==> src/source/rv_isa_pkg.sv <==
package rv_isa_pkg;

    typedef logic [31:0] inst_t;
    typedef logic [6:0]  opcode_t;
    typedef logic [4:0]  reg_idx_t;

    // major opcodes
    localparam opcode_t op_load   = 7'b0000011;
    localparam opcode_t op_op_imm = 7'b0010011;
    localparam opcode_t op_auipc  = 7'b0010111;
    localparam opcode_t op_store  = 7'b0100011;
    localparam opcode_t op_op     = 7'b0110011;
    localparam opcode_t op_lui    = 7'b0110111;
    localparam opcode_t op_branch = 7'b1100011;
    localparam opcode_t op_jalr   = 7'b1100111;
    localparam opcode_t op_jal    = 7'b1101111;

    localparam reg_idx_t reg_zero = 5'd0;
    localparam reg_idx_t reg_ra   = 5'd1;    // link register
    localparam reg_idx_t reg_t0   = 5'd5;    // alternate link

    // field positions in the instruction word
    localparam int opc_lsb      = 0;
    localparam int opc_msb      = 6;
    localparam int rd_lsb       = 7;
    localparam int funct3_lsb   = 12;
    localparam int rs1_lsb      = 15;
    localparam int rs2_lsb      = 20;
    localparam int imm_sign_bit = 31;

    // immediate widths including the implied zero lsb
    localparam int imm_b_len = 13;
    localparam int imm_j_len = 21;

endpackage

==> src/source/bpu_cfg_pkg.sv <==
package bpu_cfg_pkg;

    localparam int xlen             = 32;
    localparam int ghist_len        = 16;
    localparam int bimodal_entries  = 512;
    localparam int bm_index_len     = $clog2(bimodal_entries);
    localparam int tagged_entries   = 256;
    localparam int tt_index_len     = $clog2(tagged_entries);
    localparam int tag_len          = 10;
    localparam int partial_tag_bits = 6;    // upper tag bits used for a lookup match
    localparam int btb_entries      = 256;
    localparam int btb_index_len    = $clog2(btb_entries);
    localparam int btb_tag_len      = 22;

    typedef logic [xlen-1:0]          addr_t;
    typedef logic [ghist_len-1:0]     ghist_t;
    typedef logic [bm_index_len-1:0]  bm_index_t;
    typedef logic [tt_index_len-1:0]  tt_index_t;
    typedef logic [tag_len-1:0]       tt_tag_t;
    typedef logic [btb_index_len-1:0] btb_index_t;
    typedef logic [btb_tag_len-1:0]   btb_tag_t;
    typedef logic [1:0]               ctr_t;

    // 2-bit counter states, msb is the predicted direction
    localparam ctr_t ctr_strong_nt = 2'b00;
    localparam ctr_t ctr_weak_nt   = 2'b01;
    localparam ctr_t ctr_weak_t    = 2'b10;
    localparam ctr_t ctr_strong_t  = 2'b11;

    typedef enum logic [1:0] {
        prov_bimodal = 2'd0,
        prov_short   = 2'd1,
        prov_long    = 2'd2
    } provider_e;

    typedef struct packed {
        addr_t           pc;
        logic [xlen-1:0] inst;
    } fetch_t;

    typedef struct packed {
        logic      is_cf;
        logic      taken;
        addr_t     pc;
        provider_e provider;
        ghist_t    history;    // history the lookup was folded with
    } pred_t;

    typedef struct packed {
        logic      valid;
        logic      taken;
        logic      correct;
        addr_t     pc;
        addr_t     target;
        provider_e provider;
        ghist_t    history;
    } update_t;

    // saturating step toward the resolved direction
    function automatic ctr_t ctr_train(ctr_t ctr, logic taken);
        if (taken) begin
            return (ctr == ctr_strong_t) ? ctr : ctr + ctr_t'(1);
        end
        return (ctr == ctr_strong_nt) ? ctr : ctr - ctr_t'(1);
    endfunction

endpackage
==> src/source/target_select.sv <==
`timescale 1ns/100ps

module target_select
    import bpu_cfg_pkg::*;
    import rv_isa_pkg::*;
(
    input  fetch_t    fetch_i,
    input  logic      dir_taken_i,
    input  provider_e provider_i,
    input  ghist_t    history_i,
    input  logic      btb_hit_i,
    input  addr_t     btb_target_i,
    output pred_t     pred_o
);

    inst_t   inst;
    opcode_t opcode;
    logic    is_branch;
    logic    is_jal;
    logic    is_jalr;
    logic    taken;
    addr_t   imm_b;
    addr_t   imm_j;
    addr_t   fallthrough;
    addr_t   decoded_target;

    assign inst   = fetch_i.inst;
    assign opcode = inst[opc_msb:opc_lsb];

    assign is_branch = (opcode == op_branch);
    assign is_jal    = (opcode == op_jal);
    assign is_jalr   = (opcode == op_jalr);    // no return stack, always falls through

    // sign extended offsets
    assign imm_b = {{(xlen-imm_b_len){inst[imm_sign_bit]}}, inst[imm_sign_bit], inst[7],
                    inst[30:25], inst[11:8], 1'b0};
    assign imm_j = {{(xlen-imm_j_len){inst[imm_sign_bit]}}, inst[imm_sign_bit],
                    inst[19:12], inst[20], inst[30:21], 1'b0};

    assign fallthrough    = fetch_i.pc + addr_t'(4);
    assign decoded_target = fetch_i.pc + (is_jal ? imm_j : imm_b);

    always_comb begin
        taken = 1'b0;
        if (is_branch) begin
            taken = dir_taken_i;
        end else if (is_jal) begin
            taken = 1'b1;
        end
    end

    always_comb begin
        pred_o.is_cf = is_branch || is_jal || is_jalr;
        pred_o.taken = taken;
        if (!taken) begin
            pred_o.pc = fallthrough;
        end else if (btb_hit_i) begin
            pred_o.pc = btb_target_i;    // trained target beats the decoded one
        end else begin
            pred_o.pc = decoded_target;
        end
        // echoed back with the update
        pred_o.provider = provider_i;
        pred_o.history  = history_i;
    end

endmodule

==> config.mk <==
export PLATFORM = sky130hd
export DESIGN_NAME = target_select
export DESIGN_NICKNAME = d
export VERILOG_FILES = /design/src/source/rv_isa_pkg.sv /design/src/source/bpu_cfg_pkg.sv /design/src/source/target_select.sv
export SDC_FILE = /design/constraint.sdc
export NUM_CORES = 1
export LEC_CHECK = 0
export BUFFER_PORTS_ARGS = -buffer_cell sky130_fd_sc_hd__buf_4
export CORE_MARGIN = 3
export CORE_UTILIZATION = 48
export DETAILED_ROUTE_END_ITERATION = 10
export PLACE_DENSITY = 0.87
export RECOVER_POWER = 100
export SLEW_MARGIN = 0
export SYNTH_ARGS = -nofsm -noshare
export SYNTH_HDL_FRONTEND = slang
export SYNTH_SLANG_ARGS = --single-unit
==> constraint.sdc <==
create_clock -name vclk -period 6.1
set_clock_uncertainty 0.15 [all_clocks]
set_input_delay 1.22 -clock vclk [all_inputs]
set_output_delay 1.22 -clock vclk [all_outputs]
set_load 0.03 [all_outputs]
==> results.toml, run 1 <==
[pwr]
pwr-share-comb_pct = 100.0
vdd_drop_max_uv = 47.4
pwr-share-clk_pct = 0
intPower_uw = 160
switching_share_pct = 55.5
power_density_nw_per_um2 = 88.2
seq_power_share_pct = 0
power_switching_uw = 200
leakage_uw = 0.00191

[final_layout]
antenna_cells = 0
fin_area_um2 = 4080
layout-drive-gt1-share_pct = 26.8
final-seq-area_um2 = 0
design.seq.count = 0
post-route-util_pct = 66.6
finalNonFillerCells = 639
clkbuf_count = 0
area_growth_pct = 30.0
nNetsFinal = 717

[sta]
hold_slack_ps = 2290
grt_setup_unrepaired = "yes"
setup_viol = 0
hold_violations = 0
worst_pin_slew_ps = 652
fin_ws_ps = 116
fin_crit_ps = 5980
fmax_mhz = 167
period_share_pct = 98.1
relSlewSlack_pct = 56.5
maxSlewViolCount = 0

[yosys]
synth_area_leader_cell = "ha_1"
synth.distinct_cells = 58
syn-num-nets = 613
ys_seq_area_share_pct = 0
avgSynthCellArea_um2 = 6.79
synth.most_common_cell = "a21oi_1"
yosys.area.top_type_share_pct = 13.6
synthTopCellsByArea = "ha_1, a21oi_1, xnor2_1"
syn-cell-area_um2 = 3140
syn_inst = 462
ys_warn_count = 0
synthTopCellsByCount = "a21oi_1, nand2_1, ha_1"

[global_route]
antenna_found_initial = 0
grt.met2_usage_pct = 48.7
grt_pass1_wl_um = 17200
use_met1_pct = 37.2
busiest_layer = "met2"
grt_max_degree = 50
grt_pass1_vias = 3696
grtUsageMet3_pct = 1.04
grt_overflow = 0
grt_usage_pct = 27.3

[route]
vias_per_cell = 6.16
drc = 0
firstDrtPassIters = 5
vias = 3938
antenna_left = 0
wl_um = 11300
drt-wirelength-per-cell_um = 17.7
initialDrtViolationCount = 255

[place]
gp_congestion = 0.986
pre_cts_ws_ps = 55.6
dp_cells = 637
port_buffers = 132
hpwl_um = 9030
placed_area_um2 = 4080

[min_path]
whs_path_depth = 0
hp-class = "input port to primary output"

[critical_path]
crit_arrival_ps = 4610
critical_path_peak_fanout = 6
critPathRequiredTime_ps = 4730
critPathKind = "input port to primary output"
end_kind = "primary output"
startpoint_type = "input port"

[flow_run]
maxCapViolCount = 0

[floorplanning]
fp.coreArea_um2 = 6130
start_util_pct = 51.2
num_rows = 28
io_pins = 168
die_area_um2 = 7550
die-height_um = 86.9
die_width_um = 86.9

[status]
status = "finished clean"

[cts]
ctsHoldBuffers = 0
==> power by group through the flow <==
stage / logic (µW) / clock network, µW / registers, µW
floorplan: 241 / 0 / 0
global placement: 344 / 0 / 0
detailed placement: 349 / 0 / 0
CTS: 351 / 0 / 0
global route: 389 / 0 / 0
finish: 360 / 0 / 0
==> worst max-delay path: stages <==
cell and delay [ps]:
buf_4 110, nor2b_1 100, nand4_1 120, nor2_1 130
buf_4 170, mux2_2 390, ha_4 230, a211oi_2 240
o21bai_1 120, a2111o_1 480, a211oi_2 340, o31ai_2 130
a211oi_2 240, mux2i_1 120, a221oi_2 260, buf_4 200
==> placed cells by master, fill, tap and decap left out, types with 16 or more instances in the layout <==
| cell type | Yosys | routed |
|---|---|---|
| nand3_1 | 17 | 17 |
| xnor2_1 | 26 | 26 |
| xor2_1 | 21 | 21 |
| nand2_1 | 36 | 36 |
| a21oi_1 | 49 | 49 |
| a21o_1 | 30 | 30 |
| ha_1 | 34 | 33 |
| and3_1 | 16 | 16 |
| nor2_1 | 28 | 27 |
| o21ai_0 | 25 | 24 |
| buf_4 | 19 | 129 |
==> area by class of cell <==
| type | count | area [µm²] |
|---|---|---|
| Multi-Input combinational cell | 411 | 2930 |
| Tap cell | 75 | 93.8 |
| Fill cell | 563 | 2050 |
| Inverter | 8 | 30.0 |
| Timing Repair Buffer | 145 | 1030 |
==> repair_timing <==
item | in CTS | in global routing
resized for setup | 0 | 9
buffers inserted | 0 | 2
setup endpoints to repair | 0 | 8
==> path summary, 6_finish.rpt <==
path	startpoint	end	slack, ps
worst min-delay path	history_i[15]	pred_o[15]	2290
worst max-delay path	fetch_i[4]	pred_o[48]	120
==> per-layer routing <==
layer | up-vias | share of wire, %
li1 | 1930 | -
met1 | 1821 | 43
met2 | 173 | 48
met3 | 14 | 7.6
met4 | 0 | 0.87
met5 | - | 0
==> metrics by stage <==
stage	setup TNS, ps	total power, µW
floorplan	0	241
global placement	0	344
detailed placement	0	349
CTS	0	351
global route	-98.6	389
finish	0	360
==> logic make-up after synthesis <==
logic type | share of synthesized area, %
AO/OA/AOI/OAI | 35.4
AND/OR/NAND/NOR | 25.5
buffers and inverters | 8.41
XOR/XNOR | 13.1
adder cells (fa/ha/maj) | 14.2
multiplexers | 3.43
Power figures use the tool's default switching activity.
==> inputs of run 2 (changes only) <==
--- a/config.mk
+++ b/config.mk
@@ -5,12 +5,14 @@
 export SDC_FILE = /design/constraint.sdc
 export NUM_CORES = 1
 export LEC_CHECK = 0
+export ABC_AREA = 1
 export BUFFER_PORTS_ARGS = -buffer_cell sky130_fd_sc_hd__buf_4
 export CORE_MARGIN = 3
-export CORE_UTILIZATION = 48
+export CORE_UTILIZATION = 50
 export DETAILED_ROUTE_END_ITERATION = 10
-export PLACE_DENSITY = 0.87
+export PLACE_DENSITY = 0.85
 export RECOVER_POWER = 100
+export SETUP_SLACK_MARGIN = 0.5
 export SLEW_MARGIN = 0
 export SYNTH_ARGS = -nofsm -noshare
 export SYNTH_HDL_FRONTEND = slang
==> run 2 against run 1 <==
Combinational power up 9.7%. Synthesized cell count up 79%. Hold slack unchanged. Die area rose by 23%. Power increased by 9.7%. Final cell count is 61% higher. Setup slack better by 440 ps. First-iteration DRC count rose by 33%. Cell area grew 20%. Core utilization shrank 3.9 points. Non-clock buffer count is 11 lower. Largest power group unchanged.
==> results.toml, run 2 <==
[yosys]
synthAdderAreaFrac_pct = 10.9
ys_warn_count = 0
synthXorXnorAreaFrac_pct = 7.31
yosys.area.top_type_share_pct = 27.5
ys_seq_area_share_pct = 0
synth.most_common_cell = "nand2_1"
synthTopCellsByArea = "nand2_1, inv_1, ha_1"
syn-cell-area_um2 = 4080
syn-num-nets = 977
synth_top_family_by_area = "simple AND/OR/NAND/NOR gates"
avgSynthCellArea_um2 = 4.94
synthTopCellsByCount = "nand2_1, inv_1, nor2_1"
synth_compound_area_share_pct = 9.98
synthMuxAreaShare_pct = 1.66
syn_inst = 826
synth.distinct_cells = 38
yosys.area_share.simple_pct = 51.8
synth_area_leader_cell = "nand2_1"

[pwr]
pwr-share-clk_pct = 0
power_switching_uw = 251
pwr-share-comb_pct = 100.0
vdd_drop_max_uv = 37.7
seq_power_share_pct = 0
switching_share_pct = 63.4
intPower_uw = 144
leakage_uw = 0.00289
finalPower_uw = 395
power_density_nw_per_um2 = 80.7

[sta]
maxSlewViolCount = 0
fin_crit_ps = 5550
grt_setup_unrepaired = "no"
period_share_pct = 90.9
hold_violations = 0
relSlewSlack_pct = 35.8
fmax_mhz = 180
worst_pin_slew_ps = 963
tns_ps = 0
setup_viol = 0

[final_layout]
antenna_cells = 0
clkbuf_count = 0
layout_common_cells = "nand2_1, inv_1, nor2_1"
final-seq-area_um2 = 0
design.seq.count = 0
layout-drive-gt1-share_pct = 13.9
finalNonFillerCells = 1030
nNetsFinal = 1081
final_common_cell = "nand2_1"
area_growth_pct = 20.1
post-route-util_pct = 62.7

[floorplanning]
num_rows = 32
io_pins = 168
fp.coreArea_um2 = 7810
start_util_pct = 52.2
die_width_um = 96.3
die-height_um = 96.3
die_area_um2 = 9270

[place]
hpwl_um = 12400
dp_cells = 1030
gp_congestion = 1.02
port_buffers = 132

[global_route]
grt_max_degree = 42
grt_pass1_wl_um = 22700
grt_overflow = 0
grt_usage_pct = 30.7
antenna_found_initial = 0
grt_pass1_vias = 4809

[min_path]
hp-class = "input port to primary output"

[critical_path]
end_kind = "primary output"
crit_arrival_ps = 4180
critPathKind = "input port to primary output"
critical_path_peak_fanout = 15
startpoint_type = "input port"
critPathRequiredTime_ps = 4730

[route]
firstDrtPassIters = 5
wl_um = 14300
vias_per_cell = 5.13
drc = 0
antenna_left = 0
vias = 5288
drt-wirelength-per-cell_um = 13.9
initialDrtViolationCount = 338

[status]
status = "finished clean"

[flow_run]
maxCapViolCount = 0
-- run 2: per-layer routing --
metal / wire length (µm) / global-route usage, % / up-vias
li1: - / - / 2758
met1: 6320 / 43.6 / 2284
met2: 6300 / 50.4 / 225
met3: 1490 / 3.83 / 21
met4: 208 / 4.67 / 0
met5: 0 / 0 / -
-- run 2: power by group through the flow --
stage / Sequential, µW / Combinational (µW) / Clock, µW
floorplan: 0 / 272 / 0
global placement: 0 / 396 / 0
detailed placement: 0 / 399 / 0
CTS: 0 / 400 / 0
global route: 0 / 443 / 0
finish: 0 / 395 / 0
-- run 2: kinds of logic (layout without fill, tap and decap cells) --
family	count (synthesis)	after routing
AOI/OAI and AO/OA	74	74
muxes	6	6
adders and majority gates	35	35
and+or+nand+nor	500	500
xor gates and xnor gates	34	34
buffers and inverters	177	279
-- run 2: path summary, 6_finish.rpt --
kind / start / cells after the start / to
max: fetch_i[5] / 16 / pred_o[27]
min: history_i[10] / 0 / pred_o[10]
-- run 2: area by class of cell --
class / count / area [µm²]
well taps: 102 / 128
multi-input cells: 649 / 3340
inverters: 145 / 544
fillers: 854 / 2910
repair buffers: 134 / 886
-- run 2: stage by stage --
stage	worst slack, ps	cell area [µm²]	hold slack [ps]
after CTS	645	5010	2290
after detailed placement	652	5010	2290
after global placement	718	5010	2290
after floorplan	880	4080	2420
final	554	4890	2290
after global routing	316	4890	2290
-- run 2: repair_timing --
item / 4_1_cts / 5_1_grt
buffers inserted: 0 / 0
gates resized for setup: 0 / 1
hold buffers: 0 / 0
endpoints found under the setup margin: 0 / 15
-- run 2: worst max-delay path: stages --
cell,delay (ps)
buf_4,80
nand2_1,50
nor2_1,220
nand4_4,290
mux2_2,360
ha_1,250
fa_1,460
nand3_1,110
nand3_1,120
nand2_1,90
nand2_1,140
xnor2_1,160
nand2_1,60
o211ai_1,100
o21ai_0,120
clkbuf_1,340
==> inputs of run 3 (changes only) <==
--- a/config.mk
+++ b/config.mk
@@ -8,9 +8,9 @@
 export ABC_AREA = 1
 export BUFFER_PORTS_ARGS = -buffer_cell sky130_fd_sc_hd__buf_4
 export CORE_MARGIN = 3
-export CORE_UTILIZATION = 50
+export CORE_UTILIZATION = 40
 export DETAILED_ROUTE_END_ITERATION = 10
-export PLACE_DENSITY = 0.85
+export PLACE_DENSITY = 0.7
 export RECOVER_POWER = 100
 export SETUP_SLACK_MARGIN = 0.5
 export SLEW_MARGIN = 0
==> run 3 against run 2 <==
Final cell count grew 3.2%. Combinational power is essentially flat. Highest routed layer unchanged. Non-clock buffer count grew 2. Sequential share of layout area is the same. Die area grew 23%. Setup slack gained 130 ps. Core utilization shrank 12 points. Maximum frequency grew 2.4%. Largest power group unchanged.
==> results.toml, run 3 (same netlist as run 2, synthesis figures left out) <==
[critical_path]
crit_arrival_ps = 4050
startpoint_type = "input port"
path_cells = "buf_4, nand2_1, nor2_1, nand4_4, buf_4, mux2_2, ha_1, nand2_1, nand3_1, nand3_1, nand3_1, xor2_1, nor2_1, o21ai_0, clkbuf_1"
critical_path_peak_fanout = 13
critPathKind = "input port to primary output"
cp_slowest_cell = "ha_1"
slowest_delay_ps = 370
critPathRequiredTime_ps = 4730
crit_path_frequent_cell = "nand3_1"
end_kind = "primary output"

[global_route]
antenna_found_initial = 0
grt_max_degree = 42
grt_overflow = 0
grt_pass1_vias = 4733
grt_pass1_wl_um = 23200
grt_usage_pct = 24.9

[min_path]
min_to = "pred_o[12]"
whs_path_depth = 0
hp-start = "history_i[12]"
hp-class = "input port to primary output"

[floorplanning]
die_width_um = 107
die-height_um = 107
die_area_um2 = 11400
fp.coreArea_um2 = 9820
io_pins = 168
num_rows = 36
start_util_pct = 41.5

[route]
vias = 5210
antenna_left = 0
drc = 0
initialDrtViolationCount = 381
firstDrtPassIters = 5
drt-wirelength-per-cell_um = 13.8
wl_um = 14700
vias_per_cell = 4.90

[place]
gp_congestion = 0.943
dp_cells = 1061
hpwl_um = 12800
port_buffers = 132

[final_layout]
layout-drive-gt1-share_pct = 14.2
area_growth_pct = 21.5
layout_common_cells = "nand2_1, inv_1, buf_4"
final-seq-area_um2 = 0
final_common_cell = "nand2_1"
antenna_cells = 0
design.seq.count = 0
clkbuf_count = 0
nFillCells = 1145
finalNonFillerCells = 1063
nNetsFinal = 1083

[sta]
hold_slack_ps = 2290
fmax_mhz = 185
hold_violations = 0
maxSlewViolCount = 0
tns_ps = 0
fin_crit_ps = 5420
grt_setup_unrepaired = "no"
period_share_pct = 88.8
relSlewSlack_pct = 35.0
worst_pin_slew_ps = 976
setup_viol = 0

[status]
status = "finished clean"

[pwr]
vdd_drop_max_uv = 27.5
finalPower_uw = 397
power_density_nw_per_um2 = 80.2
leakage_uw = 0.00290

[flow_run]
maxCapViolCount = 0
==> run 3: report_power, final <==
group,internal (µW),total (µW),switching [µW]
clock network,0,0,0
logic,145,397,252
registers,0,0,0
total,145,397,252
==> run 3: worst max path at each step <==
stage | start | to | slack [ps] | cells after the start
final | fetch_i[5] | pred_o[30] | 680 | 15
after global routing | fetch_i[5] | pred_o[37] | 390 | 12
after CTS | fetch_i[5] | pred_o[47] | 610 | 18
after detailed placement | fetch_i[5] | pred_o[47] | 620 | 18
after global placement | fetch_i[5] | pred_o[39] | 700 | 18
after floorplan | fetch_i[1] | pred_o[31] | 880 | 13
==> run 3: area by class of cell <==
| cell class | count | area (µm²) | area share, % |
|---|---|---|---|
| Inverter | 145 | 544 | 11.0 |
| Multi-Input combinational cell | 649 | 3340 | 67.4 |
| Tap cell | 133 | 166 | 3.36 |
| Timing Repair Buffer | 136 | 905 | 18.3 |
==> run 3: worst max-delay path: cells and delay by family <==
family,cells,cell delay (ps)
buf+inv,3,640
compound gates,1,250
simple gates,8,1060
xor+xnor,1,230
mux,1,290
fa+ha+maj,1,370
==> run 3: per-stage QoR <==
step	area (µm²)	worst slack [ps]	utilization, %
final	4950	682	50.4
after global routing	4950	389	50.4
after CTS	5050	613	51.4
after detailed placement	5050	624	51.4
after global placement	5050	696	51.4
after floorplan	4080	880	-
==> run 3: routing by layer <==
layer	vias up	GRT usage [%]	part of all wire, %
met5	-	0	0
met4	0	4.57	2.0
met3	27	2.41	6.8
met2	172	41.0	44
met1	2255	35.4	47
li1	2756	-	-
==> run 3: repair_timing <==
item	in CTS	in global routing
endpoints found under the setup margin	0	16
hold buffers	0	0
setup buffers	0	2
resized for setup	0	1
